$ cat config.mk
export PLATFORM = sky130hd
export DESIGN_NAME = npc_predictor
export DESIGN_NICKNAME = d
export VERILOG_FILES = /design/src/verilog/npc_pkg.sv /design/src/verilog/btb.sv /design/src/verilog/ras.sv /design/src/verilog/target_chooser.sv /design/src/verilog/npc_predictor.sv
export VERILOG_INCLUDE_DIRS = /design/src /design/src/verilog
export SDC_FILE = /design/constraint.sdc
export NUM_CORES = 2
export LEC_CHECK = 0
export BUFFER_PORTS_ARGS = -buffer_cell sky130_fd_sc_hd__buf_2
export CORE_MARGIN = 2
export CORE_UTILIZATION = 50
export CTS_CLUSTER_SIZE = 10
export DETAILED_ROUTE_END_ITERATION = 6
export PLACE_DENSITY = 0.78
export SLEW_MARGIN = 20
export SYNTH_ARGS = -nofsm -noshare
export SYNTH_HDL_FRONTEND = slang
export SYNTH_SLANG_ARGS = --single-unit
export TNS_END_PERCENT = 30
$ cat constraint.sdc
create_clock -name clk -period 5.7 [get_ports clk]
set_clock_uncertainty 0.1 [all_clocks]
set_input_delay 1.14 -clock clk [delete_from_list [all_inputs] [get_ports clk]]
set_output_delay 1.14 -clock clk [all_outputs]
set_load 0.01 [all_outputs]
$ cat src/verilog/npc_params.svh
`ifndef NPC_PARAMS_SVH
`define NPC_PARAMS_SVH

// word address of a fetch
`define NPC_ADDR_W 30

// table sizes
`define NPC_BTB_IDX_W 6
`define NPC_CPHT_IDX_W 6
`define NPC_RAS_DEPTH 16
`define NPC_RAS_PTR_W 4

// branch kind codes shared by decoder and execute
`define NPC_KIND_NOT_JUMP      3'd0
`define NPC_KIND_DIRECT_JUMP   3'd1
`define NPC_KIND_RET           3'd4
`define NPC_KIND_INDIRECT_JUMP 3'd5
`define NPC_KIND_CALL          3'd6
`define NPC_KIND_JUMP          3'd7

// weakly prefer the stack
`define NPC_CTR_INIT 2'd2

`endif

$ cat src/verilog/npc_pkg.sv
`include "npc_params.svh"

package npc_pkg;

    // fetch or target word address
    typedef logic [`NPC_ADDR_W-1:0] addr_t;

    // branch kind, see NPC_KIND_* codes
    typedef logic [2:0] br_kind_t;

    // table indices, taken from the low address bits
    typedef logic [`NPC_BTB_IDX_W-1:0] btb_idx_t;
    typedef logic [`NPC_CPHT_IDX_W-1:0] cpht_idx_t;

    // return stack pointer, wraps at NPC_RAS_DEPTH
    typedef logic [`NPC_RAS_PTR_W-1:0] ras_ptr_t;

    // 2-bit saturating choice counter
    typedef logic [1:0] ctr_t;

endpackage

$ cat src/verilog/btb.sv
`timescale 1ns/1ps

`include "npc_params.svh"

module btb
    import npc_pkg::*;
(
    input  logic     clk,
    input  logic     rstn,
    input  addr_t    pc_reg,
    output logic     btb_hit,
    output addr_t    btb_target,
    input  logic     update_en,
    input  br_kind_t kind_ex,
    input  addr_t    pc_ex,
    input  addr_t    npc_ex
);

    localparam int ENTRIES = 1 << `NPC_BTB_IDX_W;

    addr_t target_mem [ENTRIES];
    logic [ENTRIES-1:0] valid;

    btb_idx_t rd_idx;
    btb_idx_t wr_idx;
    logic     wr_en;

    // tagless, so the low bits alone pick the entry
    assign rd_idx = pc_reg[`NPC_BTB_IDX_W-1:0];
    assign wr_idx = pc_ex[`NPC_BTB_IDX_W-1:0];

    // every resolved jump kind trains the buffer
    assign wr_en = update_en && (kind_ex != `NPC_KIND_NOT_JUMP);

    // target payload
    always_ff @(posedge clk) begin
        if (wr_en) begin
            target_mem[wr_idx] <= npc_ex;
        end
    end

    always_ff @(posedge clk) begin
        if (!rstn) begin
            valid <= '0;
        end else if (wr_en) begin
            valid[wr_idx] <= 1'b1;
        end
    end

    // asynchronous read for same-cycle prediction
    assign btb_hit    = valid[rd_idx];
    assign btb_target = target_mem[rd_idx];

endmodule

$ cat src/verilog/ras.sv
`timescale 1ns/1ps

`include "npc_params.svh"

module ras
    import npc_pkg::*;
(
    input  logic     clk,
    input  logic     rstn,
    input  logic     update_en,
    input  br_kind_t kind_ex,
    input  addr_t    ret_pc_ex,
    output logic     ras_valid,
    output addr_t    ras_target
);

    addr_t stack_mem [`NPC_RAS_DEPTH];

    // next free slot; top entry sits one below
    ras_ptr_t ptr;
    ras_ptr_t top_ptr;

    // occupancy needs one more bit than the pointer
    logic [`NPC_RAS_PTR_W:0] count;

    logic push;
    logic pop;
    logic full;
    logic empty;

    assign push  = update_en && (kind_ex == `NPC_KIND_CALL);
    assign pop   = update_en && (kind_ex == `NPC_KIND_RET);

    assign full  = (count == (`NPC_RAS_PTR_W + 1)'(`NPC_RAS_DEPTH));
    assign empty = (count == '0);

    assign top_ptr = ptr - ras_ptr_t'(1);

    // overwrite at the pointer even when full, oldest entry is lost
    always_ff @(posedge clk) begin
        if (push) begin
            stack_mem[ptr] <= ret_pc_ex;
        end
    end

    always_ff @(posedge clk) begin
        if (!rstn) begin
            ptr   <= '0;
            count <= '0;
        end else if (push) begin
            ptr <= ptr + ras_ptr_t'(1);
            if (!full) begin
                count <= count + 1'b1;
            end
        end else if (pop && !empty) begin
            ptr   <= top_ptr;
            count <= count - 1'b1;
        end
    end

    assign ras_valid  = !empty;
    assign ras_target = stack_mem[top_ptr];

endmodule

$ cat src/verilog/target_chooser.sv
`timescale 1ns/1ps

`include "npc_params.svh"

module target_chooser
    import npc_pkg::*;
(
    input  logic     clk,
    input  logic     rstn,
    input  logic     stall,
    input  addr_t    pc_reg,
    input  br_kind_t kind_pdc,
    input  logic     taken_pdc,
    input  logic     btb_hit,
    input  addr_t    btb_target,
    input  logic     ras_valid,
    input  addr_t    ras_target,
    input  logic     update_en,
    input  br_kind_t kind_ex,
    input  addr_t    pc_ex,
    input  logic     choice_real,
    output addr_t    npc_pdc,
    output logic     choice_ras
);

    localparam int ENTRIES = 1 << `NPC_CPHT_IDX_W;

    ctr_t ctr [ENTRIES];

    cpht_idx_t rd_idx;
    cpht_idx_t wr_idx;
    logic      train;
    ctr_t      cur_ctr;

    addr_t fall_thru;
    addr_t btb_or_seq;

    assign rd_idx = pc_reg[`NPC_CPHT_IDX_W-1:0];
    assign wr_idx = pc_ex[`NPC_CPHT_IDX_W-1:0];

    // only resolved returns say anything about stack vs buffer
    assign train   = update_en && (kind_ex == `NPC_KIND_RET);
    assign cur_ctr = ctr[wr_idx];

    always_ff @(posedge clk) begin
        if (!rstn) begin
            for (int i = 0; i < ENTRIES; i++) begin
                ctr[i] <= `NPC_CTR_INIT;
            end
        end else if (train) begin
            // saturating at 0 and 3
            if (choice_real) begin
                if (cur_ctr != 2'd3) begin
                    ctr[wr_idx] <= cur_ctr + 2'd1;
                end
            end else begin
                if (cur_ctr != 2'd0) begin
                    ctr[wr_idx] <= cur_ctr - 2'd1;
                end
            end
        end
    end

    // upper bit set means trust the stack
    assign choice_ras = ctr[rd_idx][1];

    // fetch pairs are aligned, so step to the next even word
    assign fall_thru = pc_reg[0] ? pc_reg + addr_t'(1) : pc_reg + addr_t'(2);

    // buffer miss falls through
    assign btb_or_seq = btb_hit ? btb_target : fall_thru;

    always_comb begin
        if (stall) begin
            npc_pdc = pc_reg;
        end else if (!taken_pdc) begin
            npc_pdc = fall_thru;
        end else begin
            case (kind_pdc)
                `NPC_KIND_RET: begin
                    if (choice_ras && ras_valid) begin
                        npc_pdc = ras_target;
                    end else begin
                        npc_pdc = btb_or_seq;
                    end
                end
                `NPC_KIND_DIRECT_JUMP,
                `NPC_KIND_INDIRECT_JUMP,
                `NPC_KIND_CALL,
                `NPC_KIND_JUMP: begin
                    npc_pdc = btb_or_seq;
                end
                // not a jump, or a code the decoder never emits
                default: begin
                    npc_pdc = fall_thru;
                end
            endcase
        end
    end

endmodule

$ cat src/verilog/npc_predictor.sv
`timescale 1ns/1ps

module npc_predictor
    import npc_pkg::*;
(
    input  logic     clk,
    input  logic     rstn,
    input  logic     stall,
    input  logic     update_en,
    // predict side
    input  addr_t    pc_reg,
    input  br_kind_t kind_pdc,
    input  logic     taken_pdc,
    // execute side
    input  addr_t    pc_ex,
    input  addr_t    npc_ex,
    input  br_kind_t kind_ex,
    input  addr_t    ret_pc_ex,
    input  logic     choice_real,
    output addr_t    npc_pdc,
    output logic     choice_ras
);

    logic  btb_hit;
    addr_t btb_target;
    logic  ras_valid;
    addr_t ras_target;

    btb btb_i (
        .clk        (clk),
        .rstn       (rstn),
        .pc_reg     (pc_reg),
        .btb_hit    (btb_hit),
        .btb_target (btb_target),
        .update_en  (update_en),
        .kind_ex    (kind_ex),
        .pc_ex      (pc_ex),
        .npc_ex     (npc_ex)
    );

    ras ras_i (
        .clk        (clk),
        .rstn       (rstn),
        .update_en  (update_en),
        .kind_ex    (kind_ex),
        .ret_pc_ex  (ret_pc_ex),
        .ras_valid  (ras_valid),
        .ras_target (ras_target)
    );

    // merges both table results into the next fetch address
    target_chooser chooser_i (
        .clk         (clk),
        .rstn        (rstn),
        .stall       (stall),
        .pc_reg      (pc_reg),
        .kind_pdc    (kind_pdc),
        .taken_pdc   (taken_pdc),
        .btb_hit     (btb_hit),
        .btb_target  (btb_target),
        .ras_valid   (ras_valid),
        .ras_target  (ras_target),
        .update_en   (update_en),
        .kind_ex     (kind_ex),
        .pc_ex       (pc_ex),
        .choice_real (choice_real),
        .npc_pdc     (npc_pdc),
        .choice_ras  (choice_ras)
    );

endmodule

# == Yosys cells after proc, flatten, opt, wreduce, memory -nomap -nowiden ==
# Memories as Yosys holds them, arrays and structs flattened.
# Index checks and enable logic that the tools add are counted.
# totals
word_cells,77
memories,3
reg_bits,73
mem_bits_rw,2528
out_inout_bits,31
# mem_list
name,words,width,read_ports,rd_ports_with_merged_regs,wr,line,text
btb_i.target_mem,64,30,1,0,1,btb.sv:21,addr_t target_mem [ENTRIES];
ras_i.stack_mem,16,30,1,0,1,ras.sv:17,addr_t stack_mem [`NPC_RAS_DEPTH];
chooser_i.ctr,64,2,2,0,64,target_chooser.sv:28,ctr_t ctr [ENTRIES];
# op_classes
order_cmp,3
n_mux,34
bitwise,2
n_eq_ne,10
reduce_logical,14
add_sub_neg,8
# ops
operator,n
$mux W30,5
$or A64 B64 Y64,1
$pmux W30 S2,1
$add A30 B1 Y30 const B,1
$add A30 B2 Y30 const B,1
$eq A3 B3 Y1 const B,6
$mux W1,18
$mux W5,3
$lt A6 B7 Y1 const B,2
$mux W4,2
$bmux W1 S6,1
$demux W1 S6,1
$ge A6 B1 Y1 const B,1
$logic_and A1 B1 Y1,6
$mux W6,1
$add A5 B1 Y5 const B,1
$eq A5 B5 Y1 const B,1
$logic_not A5 Y1,1
$sub A5 B1 Y5 const B,1
$add A4 B1 Y4 const B,1
$mux W2,2
$ne A2 B2 Y1 const B,2
$reduce_bool A2 Y1,2
$reduce_or A4 Y1,1
9 further kinds,9

# == Depth between registers and ports, before layout ==
# An unclocked memory read counts as a cell.
# depth
ltp_word,10
ltp_mapped,16

# == By module ==
# Synthesis repeated with hierarchy kept, for this count alone.
# hier_totals
hier_cells,5440
hier_area_um2,104727.9
# modules_own_cells
mod,area_each_um2,cells_per_inst,seq_area_each_um2,n_inst
btb,76537.2,3679,58936.5,1
ras,18893.1,769,14594.0,1
target_chooser,9297.7,992,3843.7,1

# == Least setup slack after synthesis ==
# No wires, ideal clock.
# synth_path
path_type,input to register
startpoint,input port kind_ex[0]
endpoint,"memory ras_i.stack_mem[2][0] (netlist name), enable pin"
t_arrival_ns,5.108
required_time_ns,5.097
n_path_buf,1
path_slack_ns,-0.012
setup_time_ns,0.503
cell_stages,6
path_cell_list,nand3b_1 > inv_1 > and2_1 > clkbuf_1 > inv_1 > nor4b_1
# synth_between
elab_chain_cells,4
# synth_rtl
item,line,text
start: declaration,npc_predictor.sv:17,"input br_kind_t kind_ex,"
$eq A3 B3 Y1 (no source line),n/a,
$logic_and A1 B1 Y1,ras.sv:31,assign push = update_en && (kind_ex == `NPC_KIND_CALL);
$mux W1,ras.sv:41,if (push) begin
$mux W1 (implied by the code),ras.sv:42,stack_mem[ptr] <= ret_pc_ex;
end: declaration,ras.sv:17,
# No other way between the ends.

# == Worst setup path after layout ==
# layout_path
startpoint,input port pc_reg[0]
endpoint,output port npc_pdc[14]
# layout_between
elab_chain_cells,7
elab_cells_between_ends,13
classes_between,add/sub: 2; mux: 8; reduce/logical: 1; memory: 2
# layout_rtl
item,line,text
start: declaration,npc_predictor.sv:11,"input addr_t pc_reg,"
"$add A30 B2 Y30, or another cell as far along",target_chooser.sv:68,assign fall_thru = pc_reg[0] ? pc_reg + addr_t'(1) : pc_reg + addr_t'(2);
$mux W30 or $mux W1 (tied branches),"target_chooser.sv:68, btb.sv:51",
$mux W30,target_chooser.sv:71,assign btb_or_seq = btb_hit ? btb_target : fall_thru;
$mux W30,target_chooser.sv:81,if (choice_ras && ras_valid) begin
$pmux W30 S2,target_chooser.sv:79,case (kind_pdc)
$mux W30 (*),target_chooser.sv:76,end else if (!taken_pdc) begin
$mux W30 (*),target_chooser.sv:74,if (stall) begin
end: declaration,npc_predictor.sv:20,"output addr_t npc_pdc,"
# Every way passes the cells marked *; elsewhere a longest branch is shown, timed or not. The select of a mux whose other input is x is not followed.

==> reports/qor.txt <==
worst hold stages: 2
CTS tree: yes
warning count from the yosys run: 0
CP Capture Type: output pin
gpl congestion: 0.906
TritonCTS Sinks: 2601
initial antenna violation count: 54
GRT Total Usage: 0.274
1st-pass router iterations: 6
largest net degree at the start of global routing: 89
Final Cell Area: 0.119 sq mm
worst hold margin: 0.367 ns
post-CTS setup buffers: 0
Final setup viols: 0
H-tree levels: 5
Cells after DPL: 7988
worst flop-to-flop path endpoint: chooser_i.ctr[57][0]
mean routed wirelength per cell: 34.5 um
RSZ-0062 raised after global routing: true
hold_sp: btb_i.valid[30]
MaxCap Viol Count: 0
Slew @ Worst Pin: 1.16 ns
Die Width: 460 um
ys async rst share: 0
placed inst area: 0.110 sq mm
most frequent cells in the layout: edfxtp_1 (2528), mux4_2 (679), clkbuf_16 (320)
maximum fanout along the worst path: 19
drc violations: 0
Syn Nets: 5238
Fillers: 14.2k
Vias: 57.0k
core region area: 0.207 sq mm
post-route setup slack: 0.0138 ns
final hold vios: 0
area of the die: 0.211 sq mm
Static Leakage: 37.5 nW
number of global-route vias before repair: 57.2k
Place WS: -0.0153 ns
Hold Path Class: reg2reg
global-route wire length before repair: 412000 um
sequential area share after synthesis: 0.745
post-synthesis cell area: 0.104 sq mm
Total Wirelength: 290000 um
outcome: completed
worst reg2reg path depth: 8
Main synth FF type: edfxtp_1
CTS Buf Count: 312
Ports: 163
clock transition at the registers of the reported paths: 0.05 ns
Avg Inst Size Synth: 20.4 sq um
register bit count reported by yosys: 2601
Finished Layout Cells: 8405
Post-Synthesis Cells: 5096
number of enable flip-flop cells after synthesis: 2528
DP HPWL: 162000 um
WS Path Type: in2out
Die Y: 460 um
Root Buffer: clkbuf_16
crit path DAT: 4.45 ns
Slew Limit Headroom: 0.230
post-synthesis cell type count: 83
first-iteration detailed-routing DRC count: 8952
max frequency: 176 MHz
synth top area cells: edfxtp_1 (73%), mux4_2 (15%), dfxtp_1 (1.4%), mux2i_1 (1.3%), nor2_1 (1.2%)
Tmin final: 5.69 ns
Layout area overhead: 14.4%
Synth top area share: 0.731
Slew Limit Fails: 0
hold buffer count at CTS: 0
commonest non-fill, non-tap cell in the layout: edfxtp_1
CP Launch Type: input pin
total power: 0.0409 W
row cnt: 167
Resized cells post-CTS: 2
worst vdd ir: 232 uV
grt ovf: 0
share of cells above drive strength 1: 0.291
number of antenna-violating nets in the routed design: 0
Vias/cell: 6.78
Hold Path End: btb_i.valid[30]
CP required: 4.46 ns
CTS max path bufs: 4
fin nets: 5744
input/output buffers: 138
largest area contributor in the netlist: edfxtp_1
worst r2r src: chooser_i.ctr[30][1]
R2R setup slack: 1.79 ns
worst skew pair latency: 0.92 ns
Pwr Density: 344 mW/mm^2
crit share post-route: 0.998
starting density of the core: 0.502
==> area by class of cell <==
cell class	instances	area, sq um	area share
Antenna cell	25	62.6	0.000526
Sequential cell	2601	77400	0.651
Inverter	19	71.3	0.000600
Clock buffer	371	8200	0.0689
Multi-Input combinational cell	2174	25400	0.214
Timing Repair Buffer	494	4280	0.0360
Tap cell	2704	3380	0.0284
Clock inverter	17	119	0.000999
==> how the worst max path moves through the flow <==
stage	from	to	slack [ns]	cells past startpoint
final	pc_reg[0]	npc_pdc[14]	0.01	12
after global routing	ras_i.ptr[1]	npc_pdc[4]	-0.05	10
after CTS	pc_reg[0]	npc_pdc[25]	0.03	13
after detailed placement	pc_reg[0]	npc_pdc[15]	-0.02	11
after global placement	pc_reg[0]	npc_pdc[15]	-0.006	11
after floorplan	ras_i.ptr[0]	npc_pdc[11]	0.41	14
==> Yosys cell counts, types with 16 or more instances <==
library cell  instances
o21ai_0             123
and2_1               18
buf_6                31
buf_4                33
nand3_1              89
a31oi_1              17
a22oi_1              16
nand2_1             134
nor2b_1              53
dfxtp_1              73
nand2b_1             22
a221oi_1             20
mux4_2              679
mux2i_1             134
and3_1               18
clkbuf_1            130
buf_1                27
nor3_1               36
nor2_1              343
mux4_1               20
a211oi_1             64
a21oi_1             113
mux2_2               31
o211ai_1             16
xnor2_1              31
edfxtp_1           2528
buf_2                72
==> report_power, final <==
part	leakage (nW)	total, W	switching (W)	internal (W)
sequential	23.3	0.0211	0.0000389	0.0211
clock	4.06	0.0171	0.00710	0.00998
combinational	10.2	0.00271	0.00171	0.000997
total	37.5	0.0409	0.00885	0.0321
==> worst max-delay path, stage by stage <==
cell and delay (ns):
buf_16 0.20, buf_12 0.21, buf_12 0.20, buf_12 0.16, mux4_2 0.52, and2_1 0.18, a211oi_1 0.29, a21oi_1 0.13
mux4_2 0.67, a21oi_1 0.24, o21ai_1 0.18, buf_2 0.20
==> flip-flops by register name, indices dropped and copies added (netlist names) <==
register          cells
ras_i.ptr             4
chooser_i.ctr       128
ras_i.count           5
btb_i.target_mem   1920
ras_i.stack_mem     480
btb_i.valid          64
==> layer usage <==
metal | GRT usage | up-vias | wire length, um
li1 | - | 22100 | -
met1 | 0.355 | 29500 | 97800
met2 | 0.440 | 4490 | 141000
met3 | 0.0650 | 873 | 36300
met4 | 0.131 | 30 | 14900
met5 | 0 | - | 185
==> through the flow <==
step | TNS (ns) | util
3_3_place_gp | -0.00641 | 0.533
3_5_place_dp | -0.0153 | 0.533
6_report | 0 | 0.575
2_1_floorplan | 0 | -
4_1_cts | 0 | 0.574
5_1_grt | -0.0852 | 0.575
==> logic make-up (layout without fill, tap and decap cells) <==
group / Yosys count / count (layout) / share of synthesized area
AND/OR/NAND/NOR: 763 / 763 / 0.0338
flip-flops: 2601 / 2601 / 0.745
buffers and inverters: 321 / 901 / 0.0171
multiplexers: 864 / 864 / 0.168
AO/OA/AOI/OAI: 498 / 498 / 0.0315
other: 0 / 25 / 0
adder cells (fa/ha/maj): 10 / 10 / 0.00128
XOR/XNOR: 39 / 39 / 0.00329
(Power assumes the default switching activity.)
